[src/design/image_pkg.sv]
package image_pkg;

  // Source frame size
  localparam int frame_width  = 16;
  localparam int frame_height = 12;
  localparam int frame_pixels = frame_width * frame_height;

  // Size after the 2x2 down sampler
  localparam int low_width  = frame_width / 2;
  localparam int low_height = frame_height / 2;

  // One grey sample
  typedef logic [7:0] pixel_t;

  // Meaning of the one-bit mode input
  localparam logic mode_raw      = 1'b0;
  localparam logic mode_filtered = 1'b1;

endpackage

[src/design/mem_pkg.sv]
package mem_pkg;

  localparam int addr_width      = 18;
  localparam int data_width      = 32;
  localparam int pixels_per_word = data_width / $bits(image_pkg::pixel_t);

  // Words needed for one full frame
  localparam int frame_words = image_pkg::frame_pixels / pixels_per_word;

  typedef logic [addr_width-1:0] word_addr_t;
  typedef logic [data_width-1:0] word_data_t;

endpackage

[src/design/pixel_stream_if.sv]
`timescale 1ns/1ps

interface pixel_stream_if;

  logic                  valid;  // One strobe per pixel
  image_pkg::pixel_t     pixel;
  logic                  first;  // First pixel of a frame
  logic                  last;   // Final pixel of a frame

  modport source (
    output valid,
    output pixel,
    output first,
    output last
  );

  modport sink (
    input valid,
    input pixel,
    input first,
    input last
  );

endinterface

[src/design/static_image_source.sv]
`timescale 1ns/1ps

module static_image_source (
  input  logic           clock,
  input  logic           rst_n,
  input  logic           start,
  pixel_stream_if.source out
);

  logic                                          active;
  logic [$clog2(image_pkg::frame_width)-1:0]     x;
  logic [$clog2(image_pkg::frame_height)-1:0]    y;
  image_pkg::pixel_t                             x_term;
  image_pkg::pixel_t                             y_term;

  // Raster counter ignores start while a frame is running
  always_ff @(posedge clock) begin
    if (!rst_n) begin
      active <= 1'b0;
      x      <= '0;
      y      <= '0;
    end else if (!active) begin
      if (start) begin
        active <= 1'b1;
        x      <= '0;
        y      <= '0;
      end
    end else if (x == image_pkg::frame_width - 1) begin
      x <= '0;
      if (y == image_pkg::frame_height - 1)
        active <= 1'b0;  // Frame complete
      else
        y <= y + 1'b1;
    end else begin
      x <= x + 1'b1;
    end
  end

  // Pattern 13x + 7y wraps at 256
  assign x_term = 8'(x) * 8'd13;
  assign y_term = 8'(y) * 8'd7;

  assign out.valid = active;
  assign out.pixel = x_term + y_term;
  assign out.first = active && (x == 0) && (y == 0);
  assign out.last  = active && (x == image_pkg::frame_width - 1) &&
                     (y == image_pkg::frame_height - 1);

endmodule

[src/design/down_sampler.sv]
`timescale 1ns/1ps

module down_sampler (
  input  logic           clock,
  input  logic           rst_n,
  pixel_stream_if.sink   in,
  pixel_stream_if.source out
);

  logic [$clog2(image_pkg::frame_width)-1:0]  x_cnt;
  logic [$clog2(image_pkg::frame_width)-1:0]  cur_x;
  logic [$clog2(image_pkg::frame_height)-1:0] y_cnt;
  logic [$clog2(image_pkg::frame_height)-1:0] cur_y;
  logic [$clog2(image_pkg::low_width)-1:0]    col;
  image_pkg::pixel_t                          held;
  logic [8:0]                                 pair_sum;
  logic [8:0]                                 line_buf [image_pkg::low_width];
  logic [9:0]                                 block_sum;
  logic                                       emit;

  // First forces the bus position back to the origin
  assign cur_x = in.first ? '0 : x_cnt;
  assign cur_y = in.first ? '0 : y_cnt;
  assign col   = cur_x[$bits(cur_x)-1:1];

  assign pair_sum  = {1'b0, held} + {1'b0, in.pixel};
  assign block_sum = {1'b0, line_buf[col]} + {1'b0, pair_sum};
  assign emit      = in.valid && cur_x[0] && cur_y[0];  // Odd pixel of odd line

  always_ff @(posedge clock) begin
    if (!rst_n) begin
      x_cnt <= '0;
      y_cnt <= '0;
    end else if (in.valid) begin
      if (cur_x == image_pkg::frame_width - 1) begin
        x_cnt <= '0;
        y_cnt <= cur_y + 1'b1;
      end else begin
        x_cnt <= cur_x + 1'b1;
        y_cnt <= cur_y;
      end
    end
  end

  // Even pixel is held and even lines store pair sums
  always_ff @(posedge clock) begin
    if (in.valid) begin
      if (!cur_x[0])
        held <= in.pixel;
      else if (!cur_y[0])
        line_buf[col] <= pair_sum;
    end
  end

  always_ff @(posedge clock) begin
    if (!rst_n) begin
      out.valid <= 1'b0;
      out.first <= 1'b0;
      out.last  <= 1'b0;
    end else begin
      out.valid <= emit;
      out.first <= emit && (col == 0) && (cur_y == 1);
      out.last  <= emit && (col == image_pkg::low_width - 1) &&
                   (cur_y == image_pkg::frame_height - 1);
    end
  end

  always_ff @(posedge clock) begin
    if (emit)
      out.pixel <= block_sum[9:2];  // Divide by 4
  end

endmodule

[src/design/row_blur_filter.sv]
`timescale 1ns/1ps

module row_blur_filter (
  input  logic           clock,
  input  logic           rst_n,
  pixel_stream_if.sink   in,
  pixel_stream_if.source out
);

  logic [$clog2(image_pkg::low_width)-1:0]  col;
  logic [$clog2(image_pkg::low_width)-1:0]  cur_col;
  logic [$clog2(image_pkg::low_height)-1:0] row;
  logic [$clog2(image_pkg::low_height)-1:0] cur_row;
  image_pkg::pixel_t                        left;
  image_pkg::pixel_t                        center;
  image_pkg::pixel_t                        right;
  logic [9:0]                               tap_sum;
  logic                                     tail_pending;  // Last output of a line owed
  logic                                     tail_last;
  logic                                     emit;

  assign cur_col = in.first ? '0 : col;
  assign cur_row = in.first ? '0 : row;

  // Right edge repeats the center pixel
  assign right   = in.valid ? in.pixel : center;
  assign tap_sum = {2'b0, left} + {1'b0, center, 1'b0} + {2'b0, right};
  assign emit    = in.valid ? (cur_col != 0) : tail_pending;

  always_ff @(posedge clock) begin
    if (!rst_n) begin
      col          <= '0;
      row          <= '0;
      tail_pending <= 1'b0;
      tail_last    <= 1'b0;
      out.valid    <= 1'b0;
      out.first    <= 1'b0;
      out.last     <= 1'b0;
    end else begin
      out.valid <= emit;
      out.first <= in.valid && (cur_col == 1) && (cur_row == 0);
      out.last  <= !in.valid && tail_pending && tail_last;
      if (in.valid) begin
        if (cur_col == image_pkg::low_width - 1) begin
          col          <= '0;
          row          <= cur_row + 1'b1;
          tail_pending <= 1'b1;
          tail_last    <= (cur_row == image_pkg::low_height - 1);
        end else begin
          col <= cur_col + 1'b1;
          row <= cur_row;
        end
      end else if (tail_pending) begin
        tail_pending <= 1'b0;  // Flushed in the idle slot
      end
    end
  end

  always_ff @(posedge clock) begin
    if (in.valid) begin
      left   <= (cur_col == 0) ? in.pixel : center;  // Left edge replication
      center <= in.pixel;
    end
    if (emit)
      out.pixel <= tap_sum[9:2];
  end

endmodule

[src/design/up_sampler.sv]
`timescale 1ns/1ps

module up_sampler (
  input  logic           clock,
  input  logic           rst_n,
  pixel_stream_if.sink   in,
  pixel_stream_if.source out
);

  image_pkg::pixel_t                        line_mem [2 * image_pkg::low_width];
  logic [$clog2(image_pkg::low_width)-1:0]  wr_col;
  logic [$clog2(image_pkg::low_width)-1:0]  cur_col;
  logic [$clog2(image_pkg::low_height)-1:0] wr_row;
  logic [$clog2(image_pkg::low_height)-1:0] cur_row;
  logic [$clog2(image_pkg::low_height)-1:0] rd_row;
  logic                                     wr_bank;
  logic                                     rd_bank;
  logic                                     rd_active;
  logic [$clog2(image_pkg::low_width)+1:0]  rd_cnt;  // Line repeat, column and pixel repeat
  logic                                     line_done;

  assign cur_col   = in.first ? '0 : wr_col;
  assign cur_row   = in.first ? '0 : wr_row;
  assign line_done = in.valid && (cur_col == image_pkg::low_width - 1);

  // Write side
  always_ff @(posedge clock) begin
    if (!rst_n) begin
      wr_col  <= '0;
      wr_row  <= '0;
      wr_bank <= 1'b0;
    end else if (in.valid) begin
      if (line_done) begin
        wr_col  <= '0;
        wr_row  <= cur_row + 1'b1;
        wr_bank <= !wr_bank;  // Swap halves
      end else begin
        wr_col <= cur_col + 1'b1;
        wr_row <= cur_row;
      end
    end
  end

  always_ff @(posedge clock) begin
    if (in.valid)
      line_mem[{wr_bank, cur_col}] <= in.pixel;
  end

  // A new line takes over the read side in the cycle the old one ends
  always_ff @(posedge clock) begin
    if (!rst_n) begin
      rd_active <= 1'b0;
      rd_cnt    <= '0;
      rd_bank   <= 1'b0;
      rd_row    <= '0;
      out.valid <= 1'b0;
      out.first <= 1'b0;
      out.last  <= 1'b0;
    end else begin
      out.valid <= rd_active;
      out.first <= rd_active && (rd_cnt == 0) && (rd_row == 0);
      out.last  <= rd_active && (&rd_cnt) && (rd_row == image_pkg::low_height - 1);
      if (line_done) begin
        rd_active <= 1'b1;
        rd_cnt    <= '0;
        rd_bank   <= wr_bank;
        rd_row    <= cur_row;
      end else if (rd_active) begin
        rd_cnt <= rd_cnt + 1'b1;
        if (&rd_cnt)
          rd_active <= 1'b0;  // 32 pixels sent
      end
    end
  end

  always_ff @(posedge clock) begin
    if (rd_active)
      out.pixel <= line_mem[{rd_bank, rd_cnt[$clog2(image_pkg::low_width):1]}];
  end

endmodule

[src/design/image_buffer_writer.sv]
`timescale 1ns/1ps

module image_buffer_writer (
  input  logic                clock,
  input  logic                rst_n,
  input  logic                start,
  input  logic                mode,
  pixel_stream_if.sink        raw,
  pixel_stream_if.sink        filtered,
  output logic                write_valid,
  output mem_pkg::word_addr_t write_addr,
  output mem_pkg::word_data_t write_data,
  output logic                done
);

  logic                                          busy;
  logic                                          mode_q;
  logic                                          use_filtered;
  logic                                          take;
  image_pkg::pixel_t                             pix;
  logic                                          pix_first;
  logic                                          pix_last;
  logic [$clog2(mem_pkg::pixels_per_word)-1:0]   pix_cnt;
  logic [$clog2(mem_pkg::pixels_per_word)-1:0]   cur_cnt;
  mem_pkg::word_addr_t                           word_cnt;
  logic                                          last_pix;  // Word in flight ends the frame
  logic                                          frame_end;

  assign use_filtered = (mode_q == image_pkg::mode_filtered);
  assign take      = busy && (use_filtered ? filtered.valid : raw.valid);
  assign pix       = use_filtered ? filtered.pixel : raw.pixel;
  assign pix_first = use_filtered ? filtered.first : raw.first;
  assign pix_last  = use_filtered ? filtered.last : raw.last;
  assign cur_cnt   = pix_first ? '0 : pix_cnt;
  assign frame_end = write_valid && last_pix;

  always_ff @(posedge clock) begin
    if (!rst_n) begin
      busy        <= 1'b0;
      mode_q      <= image_pkg::mode_raw;
      pix_cnt     <= '0;
      word_cnt    <= '0;
      last_pix    <= 1'b0;
      write_valid <= 1'b0;
      write_addr  <= '0;
      done        <= 1'b0;
    end else begin
      write_valid <= take && (cur_cnt == mem_pkg::pixels_per_word - 1);
      done        <= frame_end;
      if (start && (!busy || frame_end)) begin
        busy   <= 1'b1;
        mode_q <= mode;  // Held for the whole frame
      end else if (frame_end) begin
        busy <= 1'b0;
      end
      if (take) begin
        pix_cnt  <= cur_cnt + 1'b1;
        last_pix <= pix_last;
        if (pix_first)
          word_cnt <= '0;
        if (cur_cnt == mem_pkg::pixels_per_word - 1) begin
          write_addr <= word_cnt;
          word_cnt   <= word_cnt + 1'b1;
        end
      end
    end
  end

  // Lowest x ends up in bits 7:0
  always_ff @(posedge clock) begin
    if (take)
      write_data <= {pix, write_data[mem_pkg::data_width-1:$bits(pix)]};
  end

endmodule

[src/design/image_pipeline_top.sv]
`timescale 1ns/1ps

module image_pipeline_top (
  input  logic                clock,
  input  logic                rst_n,
  input  logic                start,
  input  logic                mode,
  output logic                write_valid,
  output mem_pkg::word_addr_t write_addr,
  output mem_pkg::word_data_t write_data,
  output logic                done
);

  pixel_stream_if raw_stream ();
  pixel_stream_if low_stream ();   // 8x6 averaged
  pixel_stream_if blur_stream ();
  pixel_stream_if full_stream ();  // Back at 16x12

  static_image_source static_image_source_i (
    .clock (clock),
    .rst_n (rst_n),
    .start (start),
    .out   (raw_stream)
  );

  down_sampler down_sampler_i (
    .clock (clock),
    .rst_n (rst_n),
    .in    (raw_stream),
    .out   (low_stream)
  );

  row_blur_filter row_blur_filter_i (
    .clock (clock),
    .rst_n (rst_n),
    .in    (low_stream),
    .out   (blur_stream)
  );

  up_sampler up_sampler_i (
    .clock (clock),
    .rst_n (rst_n),
    .in    (blur_stream),
    .out   (full_stream)
  );

  image_buffer_writer image_buffer_writer_i (
    .clock       (clock),
    .rst_n       (rst_n),
    .start       (start),
    .mode        (mode),
    .raw         (raw_stream),
    .filtered    (full_stream),
    .write_valid (write_valid),
    .write_addr  (write_addr),
    .write_data  (write_data),
    .done        (done)
  );

endmodule

[config.mk]
export PLATFORM = sky130hd
export DESIGN_NAME = image_pipeline_top
export DESIGN_NICKNAME = d
export VERILOG_FILES = /design/src/design/image_pkg.sv /design/src/design/mem_pkg.sv /design/src/design/pixel_stream_if.sv /design/src/design/static_image_source.sv /design/src/design/down_sampler.sv /design/src/design/row_blur_filter.sv /design/src/design/up_sampler.sv /design/src/design/image_buffer_writer.sv /design/src/design/image_pipeline_top.sv
export SDC_FILE = /design/constraint.sdc
export NUM_CORES = 1
export LEC_CHECK = 0
export ABC_CLOCK_PERIOD_IN_PS = 5600
export BUFFER_PORTS_ARGS = -buffer_cell sky130_fd_sc_hd__buf_2
export CAP_MARGIN = 20
export CORE_MARGIN = 3
export CORE_UTILIZATION = 34
export DETAILED_ROUTE_END_ITERATION = 6
export PLACE_DENSITY = 0.56
export SYNTH_ARGS = -nofsm -noshare
export SYNTH_HDL_FRONTEND = slang
export SYNTH_SLANG_ARGS = --single-unit
[constraint.sdc]
create_clock -name clock -period 5.6 [get_ports clock]
set_clock_uncertainty 0.15 [all_clocks]
set_input_delay 0.84 -clock clock [delete_from_list [all_inputs] [get_ports clock]]
set_output_delay 0.84 -clock clock [all_outputs]
set_load 0.02 [all_outputs]
# ---- Yosys cells after proc, flatten, opt, wreduce, memory -nomap -nowiden
# Memory sizes are Yosys's and may differ from the RTL's. A register that Yosys moved wholly into a read port is not among the register bits.
# Index checks and enable logic that the tools add are counted.
dict set report word_totals {
  register_bits 163
  latchBits 0
  mem_bits_rw 200
  mem_bits_ro 0
  in_bits 4
  output_inout_bits 52
  elab_cells 153
  n_memories 2
}
dict set report classes {
  addsub 16
  mul 2
  div 0
  n_lt_le_gt_ge 0
  n_eq_ne 11
  n_shift 0
  mux 43
  bitwise 2
  reduce_logical 41
}
# memory depth word_bits read_ports rd_ports_with_merged_regs wr line
set memory_table {}
lappend memory_table {up_sampler_i.line_mem 16 8 1 1 1 up_sampler.sv:10} ;# image_pkg::pixel_t line_mem [2 * image_pkg::low_width];
lappend memory_table {down_sampler_i.line_buf 8 9 1 0 1 down_sampler.sv:17} ;# logic [8:0] line_buf [image_pkg::low_width];
# cell count
set ops {}
lappend ops {{$mux 4} 10}
lappend ops {{$mux 18} 2}
lappend ops {{$mux 3} 8}
lappend ops {{$mux 8} 3}
lappend ops {{$logic_and 1x1->1} 19}
lappend ops {{$mux 1} 19}
lappend ops {{$add 18x1->18 const B} 1}
lappend ops {{$add 4x1->4 const B} 4}
lappend ops {{$add 3x1->3 const B} 4}
lappend ops {{$eq 4x4->1 const B} 3}
lappend ops {{$logic_not 3->1} 4}
lappend ops {{$add 10x8->10} 1}
lappend ops {{$add 8x9->10} 1}
lappend ops {{$add 9x9->10} 1}
lappend ops {{$reduce_and 2->1} 5}
lappend ops {{$add 8x8->9} 1}
lappend ops {{$eq 3x3->1 const B} 3}
lappend ops {{$add 8x7->8} 1}
lappend ops {{$logic_not 4->1} 2}
lappend ops {{$mul 4x4->8 const B} 1}
lappend ops {{$mul 4x3->7 const B} 1}
lappend ops {{$reduce_bool 2->1} 3}
lappend ops {{$add 5x1->5 const B} 1}
lappend ops {{$logic_not 5->1} 1}
lappend ops {{other kinds (13)} 16}

# ---- Depth between registers and ports, before layout
dict set report logic_depth {
  ltp_word 8
  mapped_depth 21
  mapped_depth_nobuf 21
}

# ---- Modules after synthesis
# From an unflattened synthesis, not the netlist that was laid out.
dict set report hier_totals {
  hier_cells 1274
  area_unflattened_um2 16910.0
}
# mod n_inst cells_per_inst area_per_inst_um2 seq_area_each_um2
set modules_own_cells {}
lappend modules_own_cells {up_sampler 1 358 6143.4 4484.3}
lappend modules_own_cells {down_sampler 1 362 4729.5 2862.7}
lappend modules_own_cells {image_buffer_writer 1 273 2985.4 1821.7}
lappend modules_own_cells {row_blur_filter 1 161 1936.9 860.8}
lappend modules_own_cells {static_image_source 1 120 1114.8 180.2}

# ---- Worst setup path after synthesis
# OpenSTA, ideal clock, no wires.
dict set report synth_timing {
  path_kind {reg2reg}
  start {register static_image_source_i.y[1] (netlist name)}
  end {register down_sampler_i.out.pixel[6] (data pin)}
  setup_ns 0.260
  t_arrival_ns 5.006
  required_ns 5.190
  path_slack_ns 0.183
  path_stages_with_launch 21
  path_buffers 0
  period_less_slack_ns 5.417
  path_cell_list {dfxtp_1 inv_1 fa_1 inv_1 fa_1 fa_1 ha_1 ha_1 a21oi_1 xnor2_1 ha_1 a21o_1 a31oi_1 xnor2_1 ha_1 a21oi_1 o21ai_0 nor2_1 nand3_1 a31oi_1 xnor2_1}
}
dict set report synth_via {
  word_cells_on_any_way 8
  classes_between {add/sub (3); mul (1); mux (1); reduce/logical (2); memory (1)}
}
# item line
set synth_rtl {}
lappend synth_rtl {{start, declared} static_image_source.sv:12} ;# logic [$clog2(image_pkg::frame_height)-1:0] y;
lappend synth_rtl {{start signal, assigned} static_image_source.sv:33} ;# y <= y + 1'b1;
lappend synth_rtl {{$mul 4x3->7} static_image_source.sv:41} ;# assign y_term = 8'(y) * 8'd7;
lappend synth_rtl {{$add 8x7->8} static_image_source.sv:44} ;# assign out.pixel = x_term + y_term;
lappend synth_rtl {{via down_sampler_i.in.pixel[5]} pixel_stream_if.sv:19} ;# input pixel,
lappend synth_rtl {{$add 8x8->9} down_sampler.sv:26} ;# assign pair_sum = {1'b0, held} + {1'b0, in.pixel};
lappend synth_rtl {{via down_sampler_i.pair_sum[6]} down_sampler.sv:16} ;# logic [8:0] pair_sum;
lappend synth_rtl {{$add 9x9->10} down_sampler.sv:27} ;# assign block_sum = {1'b0, line_buf[col]} + {1'b0, pair_sum};
lappend synth_rtl {{via down_sampler_i.block_sum[8]} down_sampler.sv:18} ;# logic [9:0] block_sum;
lappend synth_rtl {{end signal, assigned} down_sampler.sv:70} ;# out.pixel <= block_sum[9:2];
lappend synth_rtl {{end, declared} pixel_stream_if.sv:12} ;# output pixel,
# The timed path passes the listed nets, and every way through them passes these cells.
# A chain may end at the register's enable or synchronous reset.

# ---- Worst setup path after layout
dict set report layout_timing {
  start {register static_image_source_i.y[1] (netlist name)}
  end {register down_sampler_i.out.pixel[7] (data pin)}
}
# Same word-level chain as after synthesis.

==> results_dict.tcl <==
set metrics [dict create \
    core_um2 46900 \
    crit_type "reg -> reg" \
    critPathRequiredTime_ns 5.73 \
    yosysSeqAreaShare 0.624 \
    ys_types 67 \
    worstMarginPinSlew_ns 1.05 \
    synth_area_um2 16300 \
    ys.warnings.count 0 \
    initial_core_util 0.347 \
    areaGrowthSynthToFinish_pct 15.9 \
    maxSlewViolCount 0 \
    cts_sinks 371 \
    pre_cts_ws_ns 0.0271 \
    final_hold_viol_count 0 \
    worst_hold_path_type "reg -> reg" \
    nFillCells 4359 \
    io_buffer_count 55 \
    io_pins 56 \
    wl_per_cell_um 18.0 \
    dp_hpwl_um 23400 \
    end_kind "register" \
    final_layout_size_suffix_gt1_frac 0.163 \
    cp_slowest_cell "fa_1" \
    grt_max_degree 53 \
    h-tree-depth 2 \
    relSlewSlack 0.298 \
    setup_violations 0 \
    dr_total_vias 9870 \
    antenna_found_initial 0 \
    clk_latency_ns 0.56 \
    dr.pass1.iters 7 \
    arrival_ns 5.49 \
    cts_buffers 42 \
    grt_usage 0.139 \
    cts_buffer_depth 3 \
    num_rows 79 \
    root_buffer "clkbuf_16" \
    die_w_um 225 \
    drt_iter0_drc 768 \
    power.density_nw_per_um2 321 \
    layout_min_cycle_time_ns 5.36 \
    synth_edf_count 272 \
    stdcell_count 1962 \
    antenna_cells 0 \
    yosys_most_used_dff "edfxtp_1" \
    dp.cells 1881 \
    status "completed" \
    crit_fanout 4 \
    drcViolationCount 0 \
    gp_congestion 0.805 \
    maxCapViolations 0 \
    tritoncts "built" \
    clk_pin_slew_ns 0.06 \
    fp.dieH_um 225 \
    max_freq_mhz 187 \
    leakage_nw 6.73 \
    cp_cell_sequence "inv_1 -> fa_1 -> inv_1 -> fa_1 -> fa_1 -> ha_1 -> ha_1 -> a21oi_2 -> xnor2_2 -> ha_1 -> a21o_1 -> a31oi_4 -> xnor2_2 -> ha_4 -> a21oi_1 -> o21ai_1 -> nor2_1 -> nand3_1 -> a31oi_2 -> o21bai_1" \
    grt_pass1_vias 9685 \
    drt_wl_total_um 35300 \
    avgSynthCellArea_um2 13.1 \
    fp.dieArea_um2 50500 \
    mappedNetlistNets 1338 \
    drtAntennaViolNets 0 \
    worst_setup_path_start_kind "register" \
    fin_crit_sh 0.957 \
    async_reset_ff_frac 0 \
    vias_per_cell 5.03 \
    grt_pass1_wl_um 55000 \
    synth_seq_cells 371 \
    syn_inst 1245 \
    max_stage_delay_ns 0.55 \
    nNetsFinal 1414 \
    grt-ovfl-total 0 \
    fin_ws_ns 0.242 \
    irDropWorstVdd_mv 0.188 \
]
==> cells by family after synthesis <==
logic type | count (synthesis) | share of synthesized area
xor gates and xnor gates | 33 | 0.0178
DFF | 371 | 0.624
muxes | 93 | 0.0731
AOI/OAI and AO/OA | 216 | 0.0838
and+or+nand+nor | 345 | 0.0998
buffers and inverters | 98 | 0.0245
adders and majority gates | 89 | 0.0768
==> flip-flops by register name, summed over array words and instances, names as in the netlist, 2 cells and up <==
register / cells
down_sampler_i.line_buf: 72
row_blur_filter_i.out.pixel: 8
down_sampler_i.out.pixel: 8
down_sampler_i.held: 8
down_sampler_i.x_cnt: 4
up_sampler_i.rd_cnt: 5
image_buffer_writer_i.write_data: 32
up_sampler_i.line_mem: 128
down_sampler_i.y_cnt: 4
row_blur_filter_i.center: 8
up_sampler_i.rd_row: 3
up_sampler_i.wr_col: 3
row_blur_filter_i.col: 3
row_blur_filter_i.row: 3
static_image_source_i.x: 4
up_sampler_i.wr_row: 3
image_buffer_writer_i.pix_cnt: 2
image_buffer_writer_i.write_addr: 18
up_sampler_i.out.pixel: 8
image_buffer_writer_i.word_cnt: 18
static_image_source_i.y: 4
row_blur_filter_i.left: 8
==> worst max-delay path: cells and delay by family (launching register included) <==
family	cells	cell delay (ns)
fa+ha+maj	7	2.65
buf+inv	2	0.14
xor+xnor	2	0.34
simple gates	2	0.22
compound gates	7	1.26
flops	1	0.33
==> synth_stat cells (all sizes together), types with 3 or more instances <==
master / n / share of area
nand2b: 12 / 0.0046
a211oi: 10 / 0.0046
edfxtp: 272 / 0.50
a32oi: 4 / 0.0022
nand3: 24 / 0.0074
a32o: 3 / 0.0018
o21ai: 48 / 0.015
o22ai: 3 / 0.0012
nand3b: 3 / 0.0016
nor3: 21 / 0.0065
a22oi: 11 / 0.0051
ha: 71 / 0.055
a31oi: 10 / 0.0038
a221oi: 12 / 0.0065
a21o: 11 / 0.0051
buf: 20 / 0.0061
nand2: 121 / 0.028
mux2i: 49 / 0.030
nor2b: 15 / 0.0058
mux2: 26 / 0.018
xnor2: 22 / 0.012
o21a: 4 / 0.0018
dfxtp: 99 / 0.12
nor4: 3 / 0.0012
o21bai: 5 / 0.0023
a21oi: 74 / 0.023
nand4: 9 / 0.0044
a222oi: 5 / 0.0031
or3: 5 / 0.0022
and2: 24 / 0.0092
inv: 44 / 0.010
nor2: 89 / 0.021
fa: 18 / 0.022
mux4: 18 / 0.025
and3: 10 / 0.0039
clkbuf: 32 / 0.0074
xor2: 11 / 0.0059
==> cell usage in the layout (no fill, tap or decap), drive strengths merged, types with 4 or more instances in the layout <==
cell type  Yosys  final
inv           44     47
ha            71     71
nand4          9      9
mux4          18     18
fa            18     18
nand2        121    121
nor2b         15     15
xnor2         22     22
and3          10     10
dfxtp         99     99
nand3         24     24
nand2b        12     12
clkinvlp       0      4
o21a           4      4
clkbuf        32     47
a32oi          4      4
bufinv         0      6
a31oi         10     10
a21o          11     11
a221oi        12     12
and2          24     24
mux2i         49     49
a21oi         74     74
clkinv         1     19
edfxtp       272    272
a211oi        10     10
or3            5      5
buf           20     85
o21bai         5      5
a222oi         5      5
nor3          21     21
nor2          89     89
xor2          11     11
mux2          26     26
a22oi         11     11
o21ai         48     48
==> worst paths after layout <==
check,from,endpoint,slack (ns),depth (start not counted)
min reg2reg,image_buffer_writer_i.write_data[28],image_buffer_writer_i.write_data[20],0.29,0
min,image_buffer_writer_i.write_data[28],image_buffer_writer_i.write_data[20],0.29,0
max,static_image_source_i.y[1],down_sampler_i.out.pixel[7],0.24,20
max reg2reg,static_image_source_i.y[1],down_sampler_i.out.pixel[7],0.24,20
==> cell type report <==
type / instances / area (um2) / share of cell area
clock buffer: 47 / 1070 / 0.0568
inverter: 45 / 169 / 0.00896
sequential: 371 / 10200 / 0.539
multi-input combinational: 776 / 5820 / 0.309
clock inverter: 31 / 359 / 0.0191
timing repair buffer: 85 / 520 / 0.0276
tap: 607 / 759 / 0.0403
==> power breakdown <==
part	switching (mW)	internal, mW	leakage [nW]
combinational	0.170	0.0950	2.79
clock	1.13	1.67	0.689
sequential	0.0107	2.97	3.25
total	1.31	4.73	6.73
==> metrics by stage <==
| step | TNS, ns | power, mW | util | hold slack, ns | cell area [um2] |
|---|---|---|---|---|---|
| after floorplan | 0 | 3.20 | - | 0.269 | 16300 |
| after global placement | 0 | 3.28 | 0.369 | 0.277 | 17300 |
| after detailed placement | 0 | 3.29 | 0.369 | 0.282 | 17300 |
| after CTS | 0 | 6.12 | 0.400 | 0.296 | 18700 |
| after global routing | -0.0333 | 6.26 | 0.402 | 0.309 | 18800 |
| final | 0 | 6.04 | 0.402 | 0.295 | 18800 |
==> layer usage <==
metal	share of wire	global-route usage	vias to the layer above	wire, um
met5	0	0	-	0
met4	0.018	0.0392	0	650
met3	0.045	0.0240	47	1590
met2	0.48	0.225	214	16800
met1	0.46	0.192	4852	16200
li1	-	-	4757	-
==> what timing repair did <==
item                       CTS  global route
cloned                       0             0
setup buffers                1             1
setup endpoints to repair    2             3
hold buffers                 0             0
resized for setup            1            11
pin swaps                    2             5
(Power assumes the default switching activity.)
